File: src/source/eeprom_defines.svh
`ifndef EEPROM_DEFINES_SVH
`define EEPROM_DEFINES_SVH

// CLK cycles per quarter of an SCL period
`define EE_SCL_QUARTER 4

// 2 KB array, 11-bit byte address
`define EE_ADDR_W 11

// upper nibble of the control byte
`define EE_DEV_CODE 4'b1010

`endif

File: src/source/eeprom_pkg.sv
package eeprom_pkg;

    // bus operations the sequencer hands to the bit engine
    typedef enum logic [1:0]
    {
        CMD_START,
        CMD_STOP,
        CMD_WRITE,
        CMD_READ
    } i2c_cmd_t;

    // one state per bus command, plus idle and the ack cycle
    typedef enum logic [3:0]
    {
        IDLE,
        START,
        CTRL_W,
        ADDR,
        DATA_W,
        RESTART,    // repeated start before the read control byte
        CTRL_R,
        DATA_R,
        STOP,
        DONE
    } seq_state_t;

endpackage

File: src/source/i2c_bit_engine.sv
`include "eeprom_defines.svh"

module i2c_bit_engine
(
    input  logic                 CLK,
    input  logic                 RESET,
    input  logic                 cmd_valid,
    input  eeprom_pkg::i2c_cmd_t cmd,
    input  logic [7:0]           tx_byte,
    input  logic                 master_nack,
    output logic                 engine_ready,
    output logic                 cmd_done,
    output logic [7:0]           rx_byte,
    output logic                 slave_ack,
    output logic                 scl,
    output logic                 sda_oe,
    input  logic                 sda_in
);

    localparam int Q = `EE_SCL_QUARTER;
    localparam int QW = $clog2(Q + 1);
    localparam logic [QW-1:0] Q_LAST = QW'(Q - 1);

    logic                 active;
    eeprom_pkg::i2c_cmd_t cmd_r;
    logic                 nack_r;
    logic [QW-1:0]        q_cnt;
    logic [1:0]           phase;
    logic [3:0]           bit_cnt;
    logic [3:0]           last_bit;
    logic [7:0]           shift;
    logic                 q_first;
    logic                 q_end;
    logic                 ack_bit;

    always_comb
    begin
        q_first = active && (q_cnt == '0);
        q_end   = active && (q_cnt == Q_LAST);
        ack_bit = (bit_cnt == 4'd8);    // ninth bit of a byte
        last_bit = (cmd_r == eeprom_pkg::CMD_WRITE || cmd_r == eeprom_pkg::CMD_READ) ?
                   4'd8 : 4'd0;
    end

    // phase actions happen on the first cycle of each quarter
    always_ff @(posedge CLK)
    begin
        if (RESET)
        begin
            active       <= 1'b0;
            engine_ready <= 1'b1;
            cmd_done     <= 1'b0;
            cmd_r        <= eeprom_pkg::CMD_STOP;
            q_cnt        <= '0;
            phase        <= 2'd0;
            bit_cnt      <= 4'd0;
            scl          <= 1'b1;
            sda_oe       <= 1'b0;
        end
        else
        begin
            cmd_done <= 1'b0;
            if (cmd_valid)
            begin
                active       <= 1'b1;
                engine_ready <= 1'b0;
                cmd_r        <= cmd;
                q_cnt        <= '0;
                phase        <= 2'd0;
                bit_cnt      <= 4'd0;
            end
            else if (active)
            begin
                q_cnt <= q_end ? '0 : q_cnt + 1'b1;
                if (q_end)
                begin
                    phase <= phase + 2'd1;
                    if (phase == 2'd3)
                    begin
                        if (bit_cnt == last_bit)
                        begin
                            active   <= 1'b0;
                            cmd_done <= 1'b1;
                        end
                        else
                            bit_cnt <= bit_cnt + 4'd1;
                    end
                end
                if (q_first)
                begin
                    case (phase)
                        2'd0:
                        begin
                            scl <= 1'b0;    // sda setup
                            case (cmd_r)
                                eeprom_pkg::CMD_START: sda_oe <= 1'b0;
                                eeprom_pkg::CMD_STOP:  sda_oe <= 1'b1;
                                eeprom_pkg::CMD_WRITE: sda_oe <= ack_bit ? 1'b0 : ~shift[7];
                                default:               sda_oe <= ack_bit ? ~nack_r : 1'b0;
                            endcase
                        end
                        2'd1: scl <= 1'b1;
                        2'd2:
                        begin
                            if (cmd_r == eeprom_pkg::CMD_START)
                                sda_oe <= 1'b1;     // start edge
                            else if (cmd_r == eeprom_pkg::CMD_STOP)
                                sda_oe <= 1'b0;     // stop edge
                        end
                        default:
                        begin
                            if (cmd_r != eeprom_pkg::CMD_STOP)
                                scl <= 1'b0;    // bus idles with scl high after stop
                        end
                    endcase
                end
            end
            else if (cmd_done)
                engine_ready <= 1'b1;
        end
    end

    always_ff @(posedge CLK)
    begin
        if (cmd_valid)
        begin
            shift  <= tx_byte;
            nack_r <= master_nack;
        end
        else if (q_first && phase == 2'd3 && cmd_r == eeprom_pkg::CMD_WRITE)
            shift <= {shift[6:0], 1'b0};
        if (q_first && phase == 2'd2 && !ack_bit && cmd_r == eeprom_pkg::CMD_READ)
            rx_byte <= {rx_byte[6:0], sda_in};  // msb first
        if (q_first && phase == 2'd2 && ack_bit && cmd_r == eeprom_pkg::CMD_WRITE)
            slave_ack <= ~sda_in;
    end

    a_cmd_when_ready: assert property (@(posedge CLK) disable iff (RESET)
        cmd_valid |-> engine_ready);

    // only start and stop may move sda under a high scl
    a_sda_stable_scl_high: assert property (@(posedge CLK) disable iff (RESET)
        (scl && $past(scl) && !(cmd_r inside {eeprom_pkg::CMD_START, eeprom_pkg::CMD_STOP}))
        |-> $stable(sda_oe));

endmodule

File: src/source/eeprom_sequencer.sv
`include "eeprom_defines.svh"

module eeprom_sequencer
(
    input  logic                  CLK,
    input  logic                  RESET,
    input  logic                  wr,
    input  logic                  rd,
    input  logic [`EE_ADDR_W-1:0] addr,
    input  logic [7:0]            wr_data,
    output logic                  busy,
    output logic                  ack,
    output logic                  err,
    output logic [7:0]            rd_data,
    output logic                  cmd_valid,
    output eeprom_pkg::i2c_cmd_t  cmd,
    output logic [7:0]            tx_byte,
    output logic                  master_nack,
    input  logic                  engine_ready,
    input  logic                  cmd_done,
    input  logic [7:0]            rx_byte,
    input  logic                  slave_ack
);

    eeprom_pkg::seq_state_t state;
    eeprom_pkg::seq_state_t after_done;
    logic                   issued;
    logic                   wr_op;
    logic [`EE_ADDR_W-1:0]  addr_r;
    logic [7:0]             data_r;
    logic                   issue_state;
    logic                   nack_seen;
    eeprom_pkg::i2c_cmd_t   next_cmd;
    logic [7:0]             next_tx;

    // command issued from each state
    always_comb
    begin
        issue_state = 1'b1;
        next_cmd    = eeprom_pkg::CMD_WRITE;
        next_tx     = 8'h00;
        case (state)
            eeprom_pkg::START,
            eeprom_pkg::RESTART: next_cmd = eeprom_pkg::CMD_START;
            eeprom_pkg::CTRL_W:  next_tx = {`EE_DEV_CODE, addr_r[10:8], 1'b0};
            eeprom_pkg::ADDR:    next_tx = addr_r[7:0];
            eeprom_pkg::DATA_W:  next_tx = data_r;
            eeprom_pkg::CTRL_R:  next_tx = {`EE_DEV_CODE, addr_r[10:8], 1'b1};
            eeprom_pkg::DATA_R:  next_cmd = eeprom_pkg::CMD_READ;
            eeprom_pkg::STOP:    next_cmd = eeprom_pkg::CMD_STOP;
            default:             issue_state = 1'b0;
        endcase
    end

    // where to go once the engine reports the command done
    always_comb
    begin
        nack_seen  = 1'b0;
        after_done = eeprom_pkg::IDLE;
        case (state)
            eeprom_pkg::START:   after_done = eeprom_pkg::CTRL_W;
            eeprom_pkg::CTRL_W:
            begin
                nack_seen  = !slave_ack;    // device busy with its write cycle
                after_done = slave_ack ? eeprom_pkg::ADDR : eeprom_pkg::STOP;
            end
            eeprom_pkg::ADDR:
            begin
                nack_seen = !slave_ack;
                if (!slave_ack)
                    after_done = eeprom_pkg::STOP;
                else
                    after_done = wr_op ? eeprom_pkg::DATA_W : eeprom_pkg::RESTART;
            end
            eeprom_pkg::DATA_W:
            begin
                nack_seen  = !slave_ack;
                after_done = eeprom_pkg::STOP;
            end
            eeprom_pkg::RESTART: after_done = eeprom_pkg::CTRL_R;
            eeprom_pkg::CTRL_R:
            begin
                nack_seen  = !slave_ack;
                after_done = slave_ack ? eeprom_pkg::DATA_R : eeprom_pkg::STOP;
            end
            eeprom_pkg::DATA_R:  after_done = eeprom_pkg::STOP;
            eeprom_pkg::STOP:    after_done = eeprom_pkg::DONE;
            default:             after_done = eeprom_pkg::IDLE;
        endcase
    end

    always_ff @(posedge CLK)
    begin
        if (RESET)
        begin
            state     <= eeprom_pkg::IDLE;
            issued    <= 1'b0;
            wr_op     <= 1'b0;
            busy      <= 1'b0;
            ack       <= 1'b0;
            err       <= 1'b0;
            cmd_valid <= 1'b0;
            cmd       <= eeprom_pkg::CMD_START;
        end
        else
        begin
            cmd_valid <= 1'b0;
            ack       <= 1'b0;
            if (issue_state && !issued && engine_ready)
            begin
                cmd_valid <= 1'b1;
                cmd       <= next_cmd;
                issued    <= 1'b1;
            end
            case (state)
                eeprom_pkg::IDLE:
                begin
                    if (wr || rd)
                    begin
                        wr_op <= wr;    // write wins
                        busy  <= 1'b1;
                        err   <= 1'b0;
                        state <= eeprom_pkg::START;
                    end
                end
                eeprom_pkg::DONE:
                begin
                    ack   <= 1'b1;
                    busy  <= 1'b0;
                    state <= eeprom_pkg::IDLE;
                end
                default:
                begin
                    if (cmd_done)
                    begin
                        issued <= 1'b0;
                        state  <= after_done;
                        if (nack_seen)
                            err <= 1'b1;
                    end
                end
            endcase
        end
    end

    always_ff @(posedge CLK)
    begin
        if (state == eeprom_pkg::IDLE && (wr || rd))
        begin
            addr_r <= addr;
            data_r <= wr_data;
        end
        if (issue_state && !issued && engine_ready)
        begin
            tx_byte     <= next_tx;
            master_nack <= (state == eeprom_pkg::DATA_R);   // single byte read
        end
        if (state == eeprom_pkg::DATA_R && cmd_done)
            rd_data <= rx_byte;
    end

    // engine back to ready by the time the host sees ack
    a_ack_engine_idle: assert property (@(posedge CLK) disable iff (RESET)
        ack |-> engine_ready);

endmodule

File: src/source/eeprom_ctrl_top.sv
`include "eeprom_defines.svh"

module eeprom_ctrl_top
(
    input  logic                  CLK,
    input  logic                  RESET,
    input  logic                  wr,
    input  logic                  rd,
    input  logic [`EE_ADDR_W-1:0] addr,
    input  logic [7:0]            wr_data,
    output logic                  busy,
    output logic                  ack,
    output logic                  err,
    output logic [7:0]            rd_data,
    output logic                  scl,
    output logic                  sda_oe,
    input  logic                  sda_in
);

    logic                 cmd_valid;
    eeprom_pkg::i2c_cmd_t cmd;
    logic [7:0]           tx_byte;
    logic                 master_nack;
    logic                 engine_ready;
    logic                 cmd_done;
    logic [7:0]           rx_byte;
    logic                 slave_ack;

    eeprom_sequencer u_seq
    (
        .CLK          (CLK),
        .RESET        (RESET),
        .wr           (wr),
        .rd           (rd),
        .addr         (addr),
        .wr_data      (wr_data),
        .busy         (busy),
        .ack          (ack),
        .err          (err),
        .rd_data      (rd_data),
        .cmd_valid    (cmd_valid),
        .cmd          (cmd),
        .tx_byte      (tx_byte),
        .master_nack  (master_nack),
        .engine_ready (engine_ready),
        .cmd_done     (cmd_done),
        .rx_byte      (rx_byte),
        .slave_ack    (slave_ack)
    );

    i2c_bit_engine u_engine
    (
        .CLK          (CLK),
        .RESET        (RESET),
        .cmd_valid    (cmd_valid),
        .cmd          (cmd),
        .tx_byte      (tx_byte),
        .master_nack  (master_nack),
        .engine_ready (engine_ready),
        .cmd_done     (cmd_done),
        .rx_byte      (rx_byte),
        .slave_ack    (slave_ack),
        .scl          (scl),
        .sda_oe       (sda_oe),
        .sda_in       (sda_in)
    );

endmodule

File: config.mk
export PLATFORM = sky130hd
export DESIGN_NAME = eeprom_ctrl_top
export DESIGN_NICKNAME = d
export VERILOG_FILES = /design/src/source/eeprom_pkg.sv /design/src/source/i2c_bit_engine.sv /design/src/source/eeprom_sequencer.sv /design/src/source/eeprom_ctrl_top.sv
export VERILOG_INCLUDE_DIRS = /design/src /design/src/source
export SDC_FILE = /design/constraint.sdc
export NUM_CORES = 1
export LEC_CHECK = 0
export ABC_AREA = 1
export BUFFER_PORTS_ARGS = -buffer_cell sky130_fd_sc_hd__clkbuf_2
export CAP_MARGIN = 20
export CELL_PAD_IN_SITES_DETAIL_PLACEMENT = 0
export CELL_PAD_IN_SITES_GLOBAL_PLACEMENT = 1
export CORE_ASPECT_RATIO = 1.1
export CORE_MARGIN = 4
export CORE_UTILIZATION = 49
export CTS_CLUSTER_SIZE = 10
export DETAILED_ROUTE_END_ITERATION = 8
export PLACE_DENSITY_LB_ADDON = 0.1
export RECOVER_POWER = 25
export SYNTH_ARGS = -nofsm -noshare
export SYNTH_HDL_FRONTEND = slang
export SYNTH_SLANG_ARGS = --single-unit
File: constraint.sdc
create_clock -name CLK -period 3.4 [get_ports CLK]
set_clock_uncertainty 0.2 [all_clocks]
set_input_delay 0.51 -clock CLK [delete_from_list [all_inputs] [get_ports CLK]]
set_output_delay 0.51 -clock CLK [all_outputs]
set_load 0.005 [all_outputs]
==> impl_metrics.env <==
export IMPL_outcome="completed"
export IMPL_drt_first_pass_iters=4
export IMPL_dp_hpwl_mm=4.17
export IMPL_overflow=0
export IMPL_dieArea_sq_um=8270
export IMPL_syn_avg_cell_area_sq_um=10.4
export IMPL_vias=2233
export IMPL_ys_flop_type="edfxtp_1"
export IMPL_final_nets=401
export IMPL_finalSetupViolCount=0
export IMPL_cts_buffer_depth=2
export IMPL_io_pins=37
export IMPL_pwr_density_cell_nw_per_um2=754
export IMPL_rsz0062_at_grt="false"
export IMPL_hold_viol=0
export IMPL_ant_nets=0
export IMPL_area_growth_pct=13.9
export IMPL_setup_tns_ps=0
export IMPL_fin_crit_sh=0.644
export IMPL_numPortBuffers=36
export IMPL_min_path_type="in -> reg"
export IMPL_async_flop_share=0
export IMPL_synth_edf_count=54
export IMPL_synth_distinct_cells=30
export IMPL_clock_sinks=82
export IMPL_synth_nets=357
export IMPL_yosysSeqAreaShare=0.648
export IMPL_post_place_cells=440
export IMPL_drt_initial_drc_count=150
export IMPL_grt_pass1_vias=2178
export IMPL_antenna_found_initial=0
export IMPL_post_cts_resized=0
export IMPL_pwr_share_clk=0.247
export IMPL_slowest_delay_ps=730
export IMPL_num_rows=31
export IMPL_wl_per_cell_microns=12.4
export IMPL_die_w_microns=87.1
export IMPL_ir_drop_uv=370
export IMPL_clk_latency_ps=350
export IMPL_vias_per_cell=4.90
export IMPL_clk_pin_slew_ps=90
export IMPL_leakagePower_nw=1.59
export IMPL_routed_wl_mm=5.63
export IMPL_synth_seq_cells=82
export IMPL_endpoint_kind="register"
export IMPL_cts_max_level=3
export IMPL_floorplan_initialDensity=0.508
export IMPL_numCtsBuffers=9
export IMPL_gp_congestion=0.832
export IMPL_path_class="reg -> reg"
export IMPL_diodes=0
export IMPL_finalPower_w=0.00289
export IMPL_p_sw_w=0.000950
export IMPL_cts_tree="yes"
export IMPL_clock_root_buffer="clkbuf_8"
export IMPL_tightestPinTransition_ps=948
export IMPL_final_cell_mix="84 x nand2_1, 54 x edfxtp_1, 37 x inv_1"
export IMPL_synthCells=325
export IMPL_grt_max_degree=21
export IMPL_slew_headroom=0.363
export IMPL_final_cells=456
export IMPL_period_minus_slack_ps=2190
export IMPL_switching_share=0.328
export IMPL_combPwrFrac=0.227
export IMPL_core_sq_um=6630
export IMPL_seq_power_share=0.526
export IMPL_fin_util=0.579
export IMPL_fmax_mhz=457
export IMPL_internal_power_w=0.00194
export IMPL_drive_above_1_share=0.182
export IMPL_yosys_warnings=0
export IMPL_drv_slew=0
export IMPL_cp_start_kind="register"
export IMPL_crit_fanout=8
export IMPL_grt_util_all_layers=0.151
export IMPL_die_y_microns=95.0
export IMPL_max_cap_viol_count=0
export IMPL_drc=0
export IMPL_layout_commonest_cell="nand2_1"
export IMPL_crit_slowest_cell="nor3_1"
export IMPL_post_cts_buffers=0
export IMPL_syn_area_sq_um=3370
export IMPL_cp_required_ps=3170
export IMPL_grt_pass1_wl_mm=9.58
export IMPL_whs_ps=136
export IMPL_hold_buffers=0
export IMPL_crit_arrival_ps=1960
export IMPL_worstPathCellList="nand3_1 > inv_1 > nand2_1 > nor3_1"
layer usage:
metal / share of wire / vias up / global-route usage
met1: 0.46 / 1010 / 0.189
met4: 0.020 / 0 / 0.0701
li1: - / 1171 / -
met3: 0.039 / 10 / 0.0314
met2: 0.48 / 42 / 0.251
met5: 0 / - / 0
stage by stage:
step / worst slack (ps) / area (sq um)
after floorplan: 1430 / 3370
final: 1210 / 3840
after global placement: 1250 / 3640
after detailed placement: 1150 / 3640
after global routing: 1010 / 3840
after CTS: 1190 / 3840
synth_stat cells (2+ instances only):
cell type | number | area share
dfxtp_1 | 28 | 0.17
nand3_4 | 2 | 0.010
inv_1 | 37 | 0.041
a211oi_1 | 2 | 0.0045
o211ai_1 | 3 | 0.0067
edfxtp_1 | 54 | 0.48
clkbuf_1 | 2 | 0.0022
o21ai_0 | 9 | 0.013
a22o_1 | 2 | 0.0052
nand4_1 | 2 | 0.0037
nand2_2 | 2 | 0.0037
nor2_2 | 5 | 0.0093
nand2_1 | 84 | 0.094
a21oi_1 | 18 | 0.027
nor2_1 | 24 | 0.027
o21ai_1 | 3 | 0.0045
inv_2 | 4 | 0.0045
nor3_1 | 6 | 0.0089
ha_1 | 8 | 0.030
nand3_1 | 19 | 0.028
nand2_4 | 2 | 0.0067
cells by family after synthesis:
kind of cell / Yosys count / share of synthesized area
adders and majority gates: 8 / 0.0297
buffers and inverters: 46 / 0.0527
DFF: 82 / 0.648
AOI/OAI and AO/OA: 39 / 0.0650
and+or+nand+nor: 150 / 0.205
sequential cells by signal (all words and copies together), names as in the netlist, 3 cells and up:
name              count
u_engine.bit_cnt      4
u_engine.q_cnt        3
u_engine.rx_byte      8
u_engine.shift        8
u_seq.addr_r         11
u_seq.data_r          8
u_seq.rd_data         8
u_seq.state           4
u_seq.tx_byte         8
critical path, delay by kind of cell, from the launching register on:
family	cells	cell delay, ps
simple gates	3	1000
flops	1	500
buf+inv	1	110
power groups by stage:
stage	Sequential (W)	Combinational, W	Clock, W
2_1_floorplan	0.00149	0.000536	0
3_3_place_gp	0.00154	0.000657	0
3_5_place_dp	0.00155	0.000663	0
4_1_cts	0.00152	0.000669	0.000733
5_1_grt	0.00155	0.000765	0.000778
6_report	0.00152	0.000655	0.000715
path summary, 6_finish.rpt:
path	startpoint	to	slack [ps]	cells past startpoint
hold reg to reg	u_seq.master_nack$_DFFE_PP_	u_engine.nack_r$_DFFE_PP_	230	0
setup / recovery	u_engine.active$_SDFF_PP0_	u_engine.rx_byte[3]$_DFFE_PP_	1210	4
hold / removal	addr[3]	u_seq.addr_r[3]$_DFFE_PP_	140	1
setup reg to reg	u_engine.active$_SDFF_PP0_	u_engine.rx_byte[3]$_DFFE_PP_	1210	4
final cells by class:
| class | instances | area [sq um] |
|---|---|---|
| clock buffers | 10 | 128 |
| repair buffers | 37 | 185 |
| well taps | 82 | 103 |
| clock inverters | 6 | 73.8 |
| flip-flops and latches | 82 | 2180 |
| inverters | 42 | 158 |
| fillers | 604 | 2800 |
| multi-input cells | 197 | 1010 |
No activity file was read; power rests on OpenSTA's default activity.
